<file path="src/perf_pkg.sv">
`default_nettype none

package perf_pkg;

    //////////////////////////////
    // Sizes
    localparam int num_counters = 4;
    localparam int num_events = 19;
    localparam int counter_width = 32;

    typedef logic [counter_width-1:0] counter_t;
    typedef logic [4:0] event_sel_t;
    typedef logic [1:0] completing_t;

    //////////////////////////////
    // Event indices, in trace field order
    localparam event_sel_t ev_operand_stall = 5'd0;
    localparam event_sel_t ev_unit_stall = 5'd1;
    localparam event_sel_t ev_no_id_stall = 5'd2;
    localparam event_sel_t ev_no_instruction_stall = 5'd3;
    localparam event_sel_t ev_other_stall = 5'd4;
    localparam event_sel_t ev_instruction_issued = 5'd5;
    localparam event_sel_t ev_alu_op = 5'd6;
    localparam event_sel_t ev_branch_or_jump_op = 5'd7;
    localparam event_sel_t ev_load_op = 5'd8;
    localparam event_sel_t ev_store_op = 5'd9;
    localparam event_sel_t ev_mul_op = 5'd10;
    localparam event_sel_t ev_div_op = 5'd11;
    localparam event_sel_t ev_misc_op = 5'd12;
    localparam event_sel_t ev_branch_correct = 5'd13;
    localparam event_sel_t ev_branch_misspredict = 5'd14;
    localparam event_sel_t ev_return_correct = 5'd15;
    localparam event_sel_t ev_return_misspredict = 5'd16;
    localparam event_sel_t ev_early_branch_correction = 5'd17;
    // Multi-bit event, adds 0 to 3 per cycle
    localparam event_sel_t ev_completing = 5'd18;

    typedef struct packed {
        logic operand_stall;
        logic unit_stall;
        logic no_id_stall;
        logic no_instruction_stall;
        logic other_stall;
        logic instruction_issued;
        logic alu_op;
        logic branch_or_jump_op;
        logic load_op;
        logic store_op;
        logic mul_op;
        logic div_op;
        logic misc_op;
        logic branch_correct;
        logic branch_misspredict;
        logic return_correct;
        logic return_misspredict;
        logic early_branch_correction;
        completing_t num_instructions_completing;
    } trace_events_t;

    //////////////////////////////
    // APB
    typedef logic [7:0] apb_addr_t;
    typedef logic [31:0] apb_data_t;

    typedef struct packed {
        logic psel;
        logic penable;
        logic pwrite;
        apb_addr_t paddr;
        apb_data_t pwdata;
    } apb_req_t;

    typedef struct packed {
        apb_data_t prdata;
        logic pready;
        logic pslverr;
    } apb_rsp_t;

    // Register block to counter bank
    typedef struct packed {
        logic enable;
        logic clear;
        logic [num_counters-1:0] load;
        counter_t load_value;
        event_sel_t [num_counters-1:0] sel;
    } counter_cfg_t;

    //////////////////////////////
    // Register map
    localparam apb_addr_t addr_ctrl = 8'h00;
    localparam apb_addr_t addr_status = 8'h04;
    localparam apb_addr_t addr_sel_base = 8'h10;
    localparam apb_addr_t addr_count_base = 8'h20;
    localparam int addr_stride = 4;

    localparam int ctrl_enable_bit = 0;
    localparam int ctrl_clear_bit = 1;

endpackage

`default_nettype wire

</file>
<file path="src/event_counter_bank.sv">
`timescale 1ns/100ps
`default_nettype none

module event_counter_bank
    import perf_pkg::*;
(
    input logic clk,
    input logic rst_n,
    input trace_events_t captured,
    input counter_cfg_t cfg,
    output counter_t [num_counters-1:0] counts,
    output logic [num_counters-1:0] wrap
);

    logic [ev_completing-1:0] single_events;
    counter_t [num_counters-1:0] increment;
    counter_t [num_counters-1:0] sum;
    logic [num_counters-1:0] carry;

    // Per-counter increment for the selected event
    function automatic counter_t event_increment(
        input event_sel_t sel,
        input logic [ev_completing-1:0] bits,
        input completing_t completing
    );
        counter_t inc;
        inc = '0;
        if (sel < ev_completing) begin
            inc = counter_t'(bits[sel]);
        end else if (sel == ev_completing) begin
            inc = counter_t'(completing);
        end
        // Anything past the last event adds nothing
        return inc;
    endfunction

    //////////////////////////////
    // Single-bit events by index
    always_comb begin
        single_events[ev_operand_stall] = captured.operand_stall;
        single_events[ev_unit_stall] = captured.unit_stall;
        single_events[ev_no_id_stall] = captured.no_id_stall;
        single_events[ev_no_instruction_stall] = captured.no_instruction_stall;
        single_events[ev_other_stall] = captured.other_stall;
        single_events[ev_instruction_issued] = captured.instruction_issued;
        single_events[ev_alu_op] = captured.alu_op;
        single_events[ev_branch_or_jump_op] = captured.branch_or_jump_op;
        single_events[ev_load_op] = captured.load_op;
        single_events[ev_store_op] = captured.store_op;
        single_events[ev_mul_op] = captured.mul_op;
        single_events[ev_div_op] = captured.div_op;
        single_events[ev_misc_op] = captured.misc_op;
        single_events[ev_branch_correct] = captured.branch_correct;
        single_events[ev_branch_misspredict] = captured.branch_misspredict;
        single_events[ev_return_correct] = captured.return_correct;
        single_events[ev_return_misspredict] = captured.return_misspredict;
        single_events[ev_early_branch_correction] = captured.early_branch_correction;
    end

    //////////////////////////////
    // Counters
    always_comb begin
        for (int i = 0; i < num_counters; i++) begin
            increment[i] = event_increment(cfg.sel[i], single_events,
                                           captured.num_instructions_completing);
            {carry[i], sum[i]} = {1'b0, counts[i]} + {1'b0, increment[i]};
        end
    end

    // Clear beats load, load beats counting
    always_ff @(posedge clk) begin
        if (!rst_n) begin
            counts <= '0;
        end else begin
            for (int i = 0; i < num_counters; i++) begin
                if (cfg.clear) begin
                    counts[i] <= '0;
                end else if (cfg.load[i]) begin
                    counts[i] <= cfg.load_value;
                end else if (cfg.enable) begin
                    counts[i] <= sum[i];
                end
            end
        end
    end

    // Wrap only when the increment is actually applied
    always_comb begin
        for (int i = 0; i < num_counters; i++) begin
            wrap[i] = cfg.enable & ~cfg.clear & ~cfg.load[i] & carry[i];
        end
    end

endmodule

`default_nettype wire

</file>
<file path="src/perf_csr_apb.sv">
`timescale 1ns/100ps
`default_nettype none

module perf_csr_apb
    import perf_pkg::*;
(
    input logic clk,
    input logic rst_n,
    input apb_req_t apb_req,
    output apb_rsp_t apb_rsp,
    input counter_t [num_counters-1:0] counts,
    input logic [num_counters-1:0] wrap,
    output counter_cfg_t cfg
);

    logic access;
    logic wr;
    logic mapped;
    logic hit_ctrl;
    logic hit_status;
    logic [num_counters-1:0] hit_sel;
    logic [num_counters-1:0] hit_count;
    logic [num_counters-1:0] wrap_clr;
    logic [num_counters-1:0] wrap_status;
    logic enable_q;
    event_sel_t [num_counters-1:0] sel_q;
    apb_data_t rdata;

    //////////////////////////////
    // Address decode
    assign access = apb_req.psel & apb_req.penable;

    assign hit_ctrl = (apb_req.paddr == addr_ctrl);
    assign hit_status = (apb_req.paddr == addr_status);

    always_comb begin
        hit_sel = '0;
        hit_count = '0;
        for (int i = 0; i < num_counters; i++) begin
            hit_sel[i] = (apb_req.paddr == apb_addr_t'(addr_sel_base + i * addr_stride));
            hit_count[i] = (apb_req.paddr == apb_addr_t'(addr_count_base + i * addr_stride));
        end
    end

    assign mapped = hit_ctrl | hit_status | (|hit_sel) | (|hit_count);

    // Unmapped writes are dropped along with the error
    assign wr = access & apb_req.pwrite & mapped;

    //////////////////////////////
    // Control and select registers
    always_ff @(posedge clk) begin
        if (!rst_n) begin
            enable_q <= 1'b0;
            sel_q <= '0;
        end else if (wr) begin
            if (hit_ctrl) begin
                enable_q <= apb_req.pwdata[ctrl_enable_bit];
            end
            for (int i = 0; i < num_counters; i++) begin
                if (hit_sel[i]) begin
                    sel_q[i] <= event_sel_t'(apb_req.pwdata);
                end
            end
        end
    end

    //////////////////////////////
    // Sticky wrap status

    // Write one to clear, a new wrap in the same cycle wins
    assign wrap_clr = (wr && hit_status) ? apb_req.pwdata[num_counters-1:0] : '0;

    always_ff @(posedge clk) begin
        if (!rst_n) begin
            wrap_status <= '0;
        end else begin
            wrap_status <= (wrap_status & ~wrap_clr) | wrap;
        end
    end

    //////////////////////////////
    // Counter bank steering

    // Clear and load act at the edge ending the access cycle
    always_comb begin
        cfg.enable = enable_q;
        cfg.clear = wr & hit_ctrl & apb_req.pwdata[ctrl_clear_bit];
        cfg.load = wr ? hit_count : '0;
        cfg.load_value = apb_req.pwdata;
        cfg.sel = sel_q;
    end

    //////////////////////////////
    // Read path
    always_comb begin
        rdata = '0;
        // Clear is a pulse and reads back as zero
        if (hit_ctrl) begin
            rdata[ctrl_enable_bit] = enable_q;
        end
        if (hit_status) begin
            rdata[num_counters-1:0] = wrap_status;
        end
        for (int i = 0; i < num_counters; i++) begin
            if (hit_sel[i]) begin
                rdata = apb_data_t'(sel_q[i]);
            end
            if (hit_count[i]) begin
                rdata = counts[i];
            end
        end
    end

    // No wait states
    always_comb begin
        apb_rsp.pready = access;
        apb_rsp.pslverr = access & ~mapped;
        apb_rsp.prdata = (access & ~apb_req.pwrite) ? rdata : '0;
    end

endmodule

`default_nettype wire

</file>
<file path="src/perf_monitor_top.sv">
`timescale 1ns/100ps
`default_nettype none

module perf_monitor_top
    import perf_pkg::*;
(
    input logic clk,
    input logic rst_n,
    input trace_events_t raw_events,
    input apb_req_t apb_req,
    output apb_rsp_t apb_rsp,
    output trace_events_t tr
);

    trace_events_t captured;
    counter_cfg_t cfg;
    counter_t [num_counters-1:0] counts;
    logic [num_counters-1:0] wrap;

    //////////////////////////////
    // Trace stage
    trace_capture u_trace_capture (
        .clk        (clk),
        .rst_n      (rst_n),
        .raw_events (raw_events),
        .captured   (captured)
    );

    assign tr = captured;

    //////////////////////////////
    // Counters and their registers
    event_counter_bank u_event_counter_bank (
        .clk      (clk),
        .rst_n    (rst_n),
        .captured (captured),
        .cfg      (cfg),
        .counts   (counts),
        .wrap     (wrap)
    );

    perf_csr_apb u_perf_csr_apb (
        .clk     (clk),
        .rst_n   (rst_n),
        .apb_req (apb_req),
        .apb_rsp (apb_rsp),
        .counts  (counts),
        .wrap    (wrap),
        .cfg     (cfg)
    );

endmodule

`default_nettype wire

</file>
<file path="src/trace_capture.sv">
`timescale 1ns/100ps
`default_nettype none

module trace_capture
    import perf_pkg::*;
(
    input logic clk,
    input logic rst_n,
    input trace_events_t raw_events,
    output trace_events_t captured
);

    //////////////////////////////
    // Trace stage

    // One register stage between the pipeline and both the trace port
    // and the counters, taken every cycle regardless of counting state
    always_ff @(posedge clk) begin
        if (!rst_n) begin
            captured <= '0;
        end else begin
            captured <= raw_events;
        end
    end

endmodule

`default_nettype wire
</file>
<file path="config.mk">
export PLATFORM = sky130hd
export DESIGN_NAME = perf_monitor_top
export DESIGN_NICKNAME = d
export VERILOG_FILES = /design/src/perf_pkg.sv /design/src/event_counter_bank.sv /design/src/perf_csr_apb.sv /design/src/perf_monitor_top.sv /design/src/trace_capture.sv
export SDC_FILE = /design/constraint.sdc
export NUM_CORES = 1
export LEC_CHECK = 0
export BUFFER_PORTS_ARGS = -buffer_cell sky130_fd_sc_hd__clkbuf_2
export CORE_ASPECT_RATIO = 0.8
export CORE_MARGIN = 1.5
export CORE_UTILIZATION = 50
export DETAILED_ROUTE_END_ITERATION = 10
export MAX_ROUTING_LAYER = met4
export PLACE_DENSITY = 0.7
export SYNTH_ARGS = -nofsm -noshare
export SYNTH_HDL_FRONTEND = slang
export SYNTH_SLANG_ARGS = --single-unit
</file>
<file path="constraint.sdc">
create_clock -name clk -period 3.64 [get_ports clk]
set_clock_uncertainty 0.05 [all_clocks]
set_input_delay 0.182 -clock clk [delete_from_list [all_inputs] [get_ports clk]]
set_output_delay 0.182 -clock clk [all_outputs]
set_load 0.02 [all_outputs]
</file>
==> flow_summary.json, run 1 <==
{
  "layout.nets": 1484,
  "ant_nets": 0,
  "synth_common_cells": "dfxtp_1, a21oi_1, o21ai_0",
  "h-tree-depth": 4,
  "critical_path_arrival_ns": 3.72,
  "drive_gt1_share_pct": 17.6,
  "setup_viol": 0,
  "dieArea_um2": 22500,
  "slew_viol_final": 0,
  "worst_pin_slew_ns": 1.11,
  "ys_async_sr_fraction_pct": 0,
  "synth_ff_type": "dfxtp_1",
  "drv_cap": 0,
  "route.vias.total": 10900,
  "drcViolationCount": 0,
  "p_per_area_nw_per_um2": 330,
  "max_freq_ghz": 0.293,
  "first_pass_iters": 8,
  "antenna_cells": 0,
  "hold_violations": 0,
  "via_per_inst": 6.46,
  "cts_buffers": 17,
  "initial_core_util_pct": 51.5,
  "core_um2": 20900,
  "nFillCells": 1893,
  "synth.area.top_cells": "dfxtp_1, a21oi_1, o21ai_0",
  "clk_latency_ns": 0.44,
  "grt_pass1_wl_mm": 57.9,
  "synth_top_cell_area_share_pct": 32.1,
  "grt_max_degree": 92,
  "synth_nets": 1391,
  "period_needed_ns": 3.41,
  "slew_headroom_pct": 26.0,
  "cp.required_ns": 3.94,
  "final.setup.tns_ns": 0,
  "hpwl_mm": 26.6,
  "worstSetupStartpointType": "flop",
  "path_max_fanout": 8,
  "ctsRootBufferMaster": "clkbuf_16",
  "rows": 47,
  "die_w_um": 167,
  "min_path_type": "in2reg",
  "grt_usage_pct": 34.3,
  "clockBufferDepth": 2,
  "routed_wl_mm": 37.3,
  "grt-ovfl-total": 0,
  "p_leak_nw": 4.13,
  "clock_sinks": 173,
  "ir_drop_mv": 0.311,
  "first_iter_violations": 1609,
  "die_h_um": 134,
  "outcome": "finished clean",
  "fin_crit_sh_pct": 93.8,
  "multi_input_area_um2": 6760,
  "io_buffers": 118,
  "synthMostInstantiatedCell": "dfxtp_1",
  "ys_seq_area_share_pct": 32.1,
  "cts_tree": "yes",
  "wire_per_inst_um": 22.1,
  "ys_types": 72,
  "routabilityCongestion": 0.974,
  "syn_area_um2": 10800,
  "yosys_register_bits": 173,
  "yosysWarnings": 0,
  "io_pins": 119,
  "rsz0062_at_grt": "no",
  "grt_antenna_before_repair": 0,
  "critical_path_class": "reg2reg",
  "placed_cells": 1636,
  "grt_pass1_vias": 9958,
  "seqCellArea_um2": 3470,
  "r2r_slack_ns": 0.23,
  "stdcell_count": 1689,
  "syn_area_per_cell_um2": 8.21,
  "cp-end-kind": "flop",
  "syn_inst": 1314,
  "synth_top_area_cell": "dfxtp_1",
  "area_growth_pct": 14.5,
  "clkTransAtPathRegs_ns": 0.07,
  "synth_edf_count": 0
}
cells in the final DEF (no fill, tap or decap), types with 12 or more instances in the layout:
cell           instances
a211oi_1              23
a211oi_2              13
a21oi_1              126
a222oi_1              24
and2_1                24
and3_1                17
and4_1                15
buf_4                 31
clkbuf_16             17
clkbuf_2             118
dfxtp_1              171
dlygate4sd3_1         20
inv_1                 33
mux2i_1               38
mux4_2                17
nand2_1               98
nand3_1               50
nand4_1               49
nor2_1               111
nor3_1                25
nor4_1                12
o21ai_0              119
xnor2_1               57
xor2_1                49
routing by layer:
metal / track usage, % / wire length [um] / vias to the layer above
met3: 8.62 / 4600 / 43
met2: 46.8 / 15300 / 632
met1: 50.6 / 17000 / 5234
li1: - / - / 4999
met5: - / 0 / -
met4: 7.01 / 436 / 0
where the power goes:
group          leakage [nW]  switching (W)  internal (W)
clock network         0.284       0.000832       0.00102
registers              1.40      0.0000185       0.00190
logic                  2.44       0.000190      0.000105
total                  4.13        0.00104       0.00303
final cells by class:
cell class / instances / area share [%]
clock buffer: 21 / 3.89
clock inverter: 11 / 0.881
inverter: 33 / 1.00
multi-input combinational: 1010 / 54.7
sequential: 173 / 28.1
tap: 269 / 2.72
timing repair buffer: 172 / 8.77
cells by family after synthesis:
group	synth area share [%]
AO/OA/AOI/OAI	21.8
XOR/XNOR	8.61
adder cells (fa/ha/maj)	1.67
buffers and inverters	5.43
flip-flops	32.1
multiplexers	7.07
AND/OR/NAND/NOR	23.3
through the flow:
step	instance area [um^2]	hold slack, ns	power (W)	utilization [%]	setup WS, ns
after CTS	12300	0.00955	0.00407	58.9	0.176
after floorplan	10800	0.254	0.00210	-	0.489
after global routing	12400	0.0352	0.00417	59.0	0.0456
after global placement	11500	0.337	0.00223	55.2	0.221
final	12400	0.0188	0.00407	59.0	0.225
after detailed placement	11500	0.343	0.00223	55.2	0.199
path summary, 6_finish.rpt:
| path | startpoint | endpoint | cells after the start |
|---|---|---|---|
| worst max-delay path | u_perf_csr_apb.cfg[1]$_SDFFE_PN0P_ | u_event_counter_bank.counts[16]$_SDFFE_PP0P_ | 13 |
| worst min-delay path | rst_n | u_trace_capture.captured[12]$_SDFF_PN0_ | 2 |
| worst max register to register | u_perf_csr_apb.cfg[1]$_SDFFE_PN0P_ | u_event_counter_bank.counts[16]$_SDFFE_PP0P_ | 13 |
| worst min register to register | u_perf_csr_apb.wrap_status[0]$_SDFF_PN0_ | u_perf_csr_apb.wrap_status[0]$_SDFF_PN0_ | 2 |
state kept, by name, indices dropped and copies added, names as in the netlist:
register and flops:
u_perf_csr_apb.cfg 20, u_trace_capture.captured 20, u_perf_csr_apb.enable_q 1, u_event_counter_bank.counts 128, u_perf_csr_apb.wrap_status 4
worst max-delay path: stages (launching register included):
cell      delay (ns)
dfxtp_1         0.55
mux4_2          0.32
mux4_2          0.24
nand2b_1        0.05
o21ai_0         0.11
ha_1            0.22
inv_1           0.06
fa_1            0.38
nand2b_1        0.30
nor4_4          0.33
buf_4           0.21
nand4_1         0.12
xor2_1          0.17
a211oi_1        0.22
repair_timing:
action | 4_1_cts | 5_1_grt
endpoints found under the setup margin | 0 | 12
buffers inserted | 0 | 1
resized for setup | 0 | 5
hold endpoints to repair | 20 | 0
hold buffers | 20 | 0
No activity file was read; power rests on OpenSTA's default activity.
==> run 2, diff against run 1 <==
--- a/config.mk
+++ b/config.mk
@@ -11,7 +11,7 @@
 export CORE_UTILIZATION = 50
 export DETAILED_ROUTE_END_ITERATION = 10
 export MAX_ROUTING_LAYER = met4
-export PLACE_DENSITY = 0.7
+export PLACE_DENSITY_LB_ADDON = 0.2
 export SYNTH_ARGS = -nofsm -noshare
 export SYNTH_HDL_FRONTEND = slang
 export SYNTH_SLANG_ARGS = --single-unit
==> run 2 against run 1 <==
  * Worst setup slack worse by 0.10 ns
  * Register-to-register slack worse by 0.10 ns
  * Total power down 0.73%
  * Wire length up 1.1%
  * First-iteration DRC count down 16%
  * Clock power about the same
  * Flip-flop and latch count unchanged
  * Critical path depth down 1
  * Hold slack better by 0.013 ns
==> flow_summary.json, run 2 (synthesis results as in run 1) <==
{
  "outcome": "finished clean",
  "core_um2": 20900,
  "fin_area_um2": 12300,
  "swShare_pct": 26.0,
  "clk_latency_ns": 0.44,
  "p_int_w": 0.00299,
  "nFillCells": 1961,
  "setup_viol": 0,
  "r2r_slack_ns": 0.12,
  "slew_headroom_pct": 28.5,
  "fin_crit_sh_pct": 96.6,
  "grt_usage_pct": 34.7,
  "ctsRootBufferMaster": "clkbuf_16",
  "p_per_area_nw_per_um2": 328,
  "layout_setup_ws_ns": 0.125,
  "first_iter_violations": 1347,
  "drcViolationCount": 0,
  "wire_per_inst_um": 22.3,
  "largest_reg_flops": 128,
  "grt_antenna_before_repair": 0,
  "io_pins": 119,
  "clkPwrFrac_pct": 45.2,
  "clock_sinks": 173,
  "hpwl_mm": 27.3,
  "final_cell_mix": "dfxtp_1, a21oi_1, o21ai_0",
  "min_path_type": "in2reg",
  "grt-ovfl-total": 0,
  "regToRegEndpoint": "u_event_counter_bank.counts[16]$_SDFFE_PP0P_",
  "drive_gt1_share_pct": 17.5,
  "path_max_fanout": 8,
  "initial_core_util_pct": 51.5,
  "clkTransAtPathRegs_ns": 0.07,
  "power.total_w": 0.00404,
  "grt_pass1_vias": 9884,
  "stdcell_count": 1688,
  "critical_path_class": "reg2reg",
  "holdPathEnd": "u_event_counter_bank.counts[107]$_SDFFE_PP0P_",
  "r2r_start": "u_perf_csr_apb.cfg[1]$_SDFFE_PN0P_",
  "slew_viol_final": 0,
  "max_freq_ghz": 0.284,
  "cts_buffers": 17,
  "post_cts_buffers": 0,
  "period_needed_ns": 3.52,
  "p_leak_nw": 4.11,
  "ir_drop_mv": 0.253,
  "io_buffers": 118,
  "pre_cts_ws_ns": 0.137,
  "switchingPower_w": 0.00105,
  "h-tree-depth": 4,
  "layout.nets": 1485,
  "worstSetupStartpointType": "flop",
  "routed_wl_mm": 37.7,
  "top_register": "u_event_counter_bank.counts",
  "area_growth_pct": 14.2,
  "min_path_cells": 3,
  "worstRegToRegCells": 12,
  "route.vias.total": 10800,
  "cp.required_ns": 3.94,
  "min_from": "apb_req[11]",
  "rows": 47,
  "seqCellArea_um2": 3470,
  "final_common_cell": "dfxtp_1",
  "placed_cells": 1637,
  "cp-end-kind": "flop",
  "antenna_cells": 0,
  "hold_violations": 0,
  "cts_tree": "yes",
  "die_w_um": 167,
  "grt_pass1_wl_mm": 58.0,
  "placed_area_um2": 11500,
  "rsz0062_at_grt": "yes",
  "grt_max_degree": 59,
  "combPwrFrac_pct": 7.3,
  "first_pass_iters": 6,
  "routabilityCongestion": 1.01,
  "die_h_um": 134,
  "clockBufferDepth": 2,
  "via_per_inst": 6.41,
  "drv_cap": 0,
  "p_seq_share_pct": 47.5,
  "multi_input_area_um2": 6760,
  "worst_pin_slew_ns": 1.07,
  "critical_path_arrival_ns": 3.81,
  "dieArea_um2": 22500,
  "ant_nets": 0
}
==> run 2: cell count changes in the layout (fill, tap and decap cells not counted), sizes merged <==
cell         previous run  this run
inv                    35        36
clkinv                  5         4
clkbuf                139       137
dlygate4sd3            20        21
==> run 2: final cells by class <==
class,count,area share (%)
well taps,269,2.73
inverters,33,1.01
flip-flops and latches,173,28.1
multi-input cells,1010,54.9
clock inverters,11,0.914
repair buffers,173,8.67
clock buffers,19,3.68
==> run 2: per-stage QoR <==
| stage | hold WS (ns) | TNS [ns] | utilization [%] |
|---|---|---|---|
| after global placement | 0.337 | 0 | 55.1 |
| after CTS | 0.0233 | 0 | 58.8 |
| after global routing | 0.0388 | -0.0301 | 58.8 |
| final | 0.0314 | 0 | 58.8 |
| after detailed placement | 0.341 | 0 | 55.1 |
| after floorplan | 0.254 | 0 | - |
==> run 2: worst max path at each step <==
stage / to / start / slack, ns
2_1_floorplan: u_event_counter_bank.counts[62]$_SDFFE_PP0P_ / u_perf_csr_apb.cfg[5]$_SDFFE_PN0P_ / 0.49
3_3_place_gp: u_event_counter_bank.counts[16]$_SDFFE_PP0P_ / u_perf_csr_apb.cfg[0]$_SDFFE_PN0P_ / 0.17
3_5_place_dp: u_event_counter_bank.counts[16]$_SDFFE_PP0P_ / u_perf_csr_apb.cfg[0]$_SDFFE_PN0P_ / 0.14
4_1_cts: u_event_counter_bank.counts[16]$_SDFFE_PP0P_ / u_perf_csr_apb.cfg[0]$_SDFFE_PN0P_ / 0.08
5_1_grt: u_event_counter_bank.counts[16]$_SDFFE_PP0P_ / u_perf_csr_apb.cfg[1]$_SDFFE_PN0P_ / -0.03
6_report: u_event_counter_bank.counts[16]$_SDFFE_PP0P_ / u_perf_csr_apb.cfg[1]$_SDFFE_PN0P_ / 0.12
==> run 2: per-layer routing <==
layer	up-vias	global-route usage, %	routed length (um)
met2	569	47.0	15200
met5	-	-	0
met3	35	9.94	4610
met4	0	7.06	425
met1	5199	50.7	17400
li1	5011	-	-
==> run 2: worst max-delay path, cell delays in order (launching register included) <==
cell,delay [ns]
dfxtp_1,0.60
mux4_2,0.34
mux4_2,0.25
nand2b_1,0.05
o21ai_0,0.11
ha_1,0.22
inv_1,0.06
fa_1,0.38
nand2b_1,0.29
nor4_4,0.47
nand4_1,0.19
xor2_1,0.17
a211oi_1,0.23
==> run 2: repair_timing <==
action | CTS | global route
hold endpoints to repair | 21 | 0
endpoints found under the setup margin | 0 | 11
resized for setup | 0 | 4
hold buffers | 21 | 0
==> run 2: power by group through the flow <==
| stage | clock network, W | logic, W | registers [W] |
|---|---|---|---|
| floorplan | 0 | 0.000131 | 0.00197 |
| global placement | 0 | 0.000269 | 0.00196 |
| detailed placement | 0 | 0.000269 | 0.00196 |
| CTS | 0.00183 | 0.000287 | 0.00192 |
| global route | 0.00191 | 0.000314 | 0.00192 |
| finish | 0.00183 | 0.000295 | 0.00192 |
==> run 3, diff against run 2 <==
--- a/config.mk
+++ b/config.mk
@@ -6,12 +6,11 @@
 export NUM_CORES = 1
 export LEC_CHECK = 0
 export BUFFER_PORTS_ARGS = -buffer_cell sky130_fd_sc_hd__clkbuf_2
-export CORE_ASPECT_RATIO = 0.8
 export CORE_MARGIN = 1.5
 export CORE_UTILIZATION = 50
 export DETAILED_ROUTE_END_ITERATION = 10
 export MAX_ROUTING_LAYER = met4
-export PLACE_DENSITY_LB_ADDON = 0.2
+export PLACE_DENSITY = 0.7
 export SYNTH_ARGS = -nofsm -noshare
 export SYNTH_HDL_FRONTEND = slang
 export SYNTH_SLANG_ARGS = --single-unit
==> run 3 against run 2 <==
  * Hold slack lost 0.023 ns
  * Sequential power hardly changed
  * Non-clock buffer count shrank 6
==> flow_summary.json, run 3 (synthesis results as in run 1) <==
{
  "final_cell_mix": "dfxtp_1, a21oi_1, o21ai_0",
  "path_max_fanout": 9,
  "fin_crit_sh_pct": 91.5,
  "antenna_cells": 0,
  "wire_per_inst_um": 21.1,
  "hold_violations": 0,
  "core_um2": 21100,
  "routabilityCongestion": 0.892,
  "setup_viol": 0,
  "cts_tree": "yes",
  "p_per_area_nw_per_um2": 338,
  "worstSetupStartpointType": "flop",
  "cp.required_ns": 3.91,
  "clk_latency_ns": 0.44,
  "pre_cts_ws_ns": 0.221,
  "route.vias.total": 10700,
  "critical_path_class": "reg2reg",
  "via_per_inst": 6.36,
  "critical_path_arrival_ns": 3.60,
  "slew_viol_final": 0,
  "grt_usage_pct": 32.8,
  "die_w_um": 150,
  "ir_drop_mv": 0.278,
  "grt_pass1_vias": 9780,
  "io_buffers": 118,
  "grt-ovfl-total": 0,
  "first_iter_violations": 1157,
  "largest_reg_flops": 128,
  "top_register": "u_event_counter_bank.counts",
  "io_pins": 119,
  "startpoint": "u_perf_csr_apb.cfg[10]$_SDFFE_PN0P_",
  "min_path_type": "in2reg",
  "drive_gt1_share_pct": 17.2,
  "layout_setup_ws_ns": 0.310,
  "drv_cap": 0,
  "p_leak_nw": 4.12,
  "area_growth_pct": 14.2,
  "max_freq_ghz": 0.300,
  "min_from": "apb_req[3]",
  "hpwl_mm": 25.3,
  "cp-end-kind": "flop",
  "ctsRootBufferMaster": "clkbuf_16",
  "die_h_um": 150,
  "layout.nets": 1479,
  "r2r_start": "u_perf_csr_apb.cfg[10]$_SDFFE_PN0P_",
  "routed_wl_mm": 35.7,
  "ant_nets": 0,
  "initial_core_util_pct": 51.2,
  "r2r_slack_ns": 0.31,
  "first_pass_iters": 6,
  "period_needed_ns": 3.33,
  "outcome": "finished clean",
  "rows": 53,
  "clock_sinks": 173,
  "clockBufferDepth": 2,
  "dieArea_um2": 22500,
  "drcViolationCount": 0,
  "h-tree-depth": 4,
  "final_common_cell": "dfxtp_1",
  "slew_headroom_pct": 28.2,
  "final.setup.tns_ns": 0,
  "grt_pass1_wl_mm": 55.2,
  "cts_buffers": 17,
  "worst_pin_slew_ns": 1.08,
  "grt_max_degree": 63,
  "clkTransAtPathRegs_ns": 0.07,
  "grt_antenna_before_repair": 0,
  "rsz0062_at_grt": "no"
}
-- run 3: changes by cell type in the layout (fill, tap and decap cells not counted), moves of 2 or more --
cell and change:
buf_4 -5, bufinv_16 +2, clkbuf_1 +2, clkbuf_8 -2
clkinvlp_4 -3, dfxtp_1 -2, dfxtp_2 +2, inv_6 +3
-- run 3: layer usage --
metal | routed length (um) | track usage (%) | vias to the layer above
li1 | - | - | 4993
met1 | 15300 | 44.8 | 5157
met2 | 16100 | 49.2 | 526
met3 | 3340 | 5.88 | 66
met4 | 920 | 9.85 | 0
met5 | 0 | - | -
-- run 3: power breakdown --
| group | leakage, nW | switching (W) | internal [W] |
|---|---|---|---|
| registers | 1.40 | 0.0000168 | 0.00190 |
| clock network | 0.299 | 0.000861 | 0.00110 |
| logic | 2.42 | 0.000177 | 0.000103 |
-- run 3: per-stage QoR --
stage	util (%)	hold slack, ns	power [W]	instances	instance area, um^2
6_report	58.4	0.00828	0.00416	1690	12300
5_1_grt	58.4	0.0131	0.00427	1690	12300
4_1_cts	58.4	0.000917	0.00415	1690	12300
3_5_place_dp	54.5	0.340	0.00222	1638	11500
3_3_place_gp	54.5	0.338	0.00222	1638	11500
2_1_floorplan	-	0.254	0.00210	1314	10800
-- run 3: timing repair --
action,4_1_cts,5_1_grt
endpoints found under the setup margin,0,11
resized for setup,0,5
hold buffers,20,0
hold endpoints to repair,20,0
setup buffers,0,0
-- run 3: worst max-delay path, stage by stage, from the launching register on --
cell and delay, ns:
dfxtp_1 0.58, mux4_2 0.30, o21ai_0 0.07, o21ai_0 0.17, and2_1 0.17, ha_1 0.18, inv_1 0.06, fa_1 0.41
or4_1 0.69, nor3_1 0.27, mux2i_1 0.22, nor2_1 0.06
-- run 3: worst paths after layout --
kind                                                  endpoint  cells past startpoint
setup reg to reg  u_event_counter_bank.counts[88]$_SDFFE_PP0P_                     11
hold reg to reg       u_perf_csr_apb.wrap_status[2]$_SDFF_PN0_                      2
hold / removal             u_perf_csr_apb.cfg[18]$_SDFFE_PN0P_                      3
setup / recovery  u_event_counter_bank.counts[88]$_SDFFE_PP0P_                     11
-- run 3: area by class of cell --
| class | count | area, um^2 |
|---|---|---|
| multi-input combinational | 1010 | 6750 |
| timing repair buffer | 167 | 1020 |
| clock inverter | 13 | 176 |
| inverter | 33 | 124 |
| clock buffer | 19 | 433 |
| tap | 275 | 344 |
| fill | 1909 | 8770 |
| sequential | 173 | 3470 |
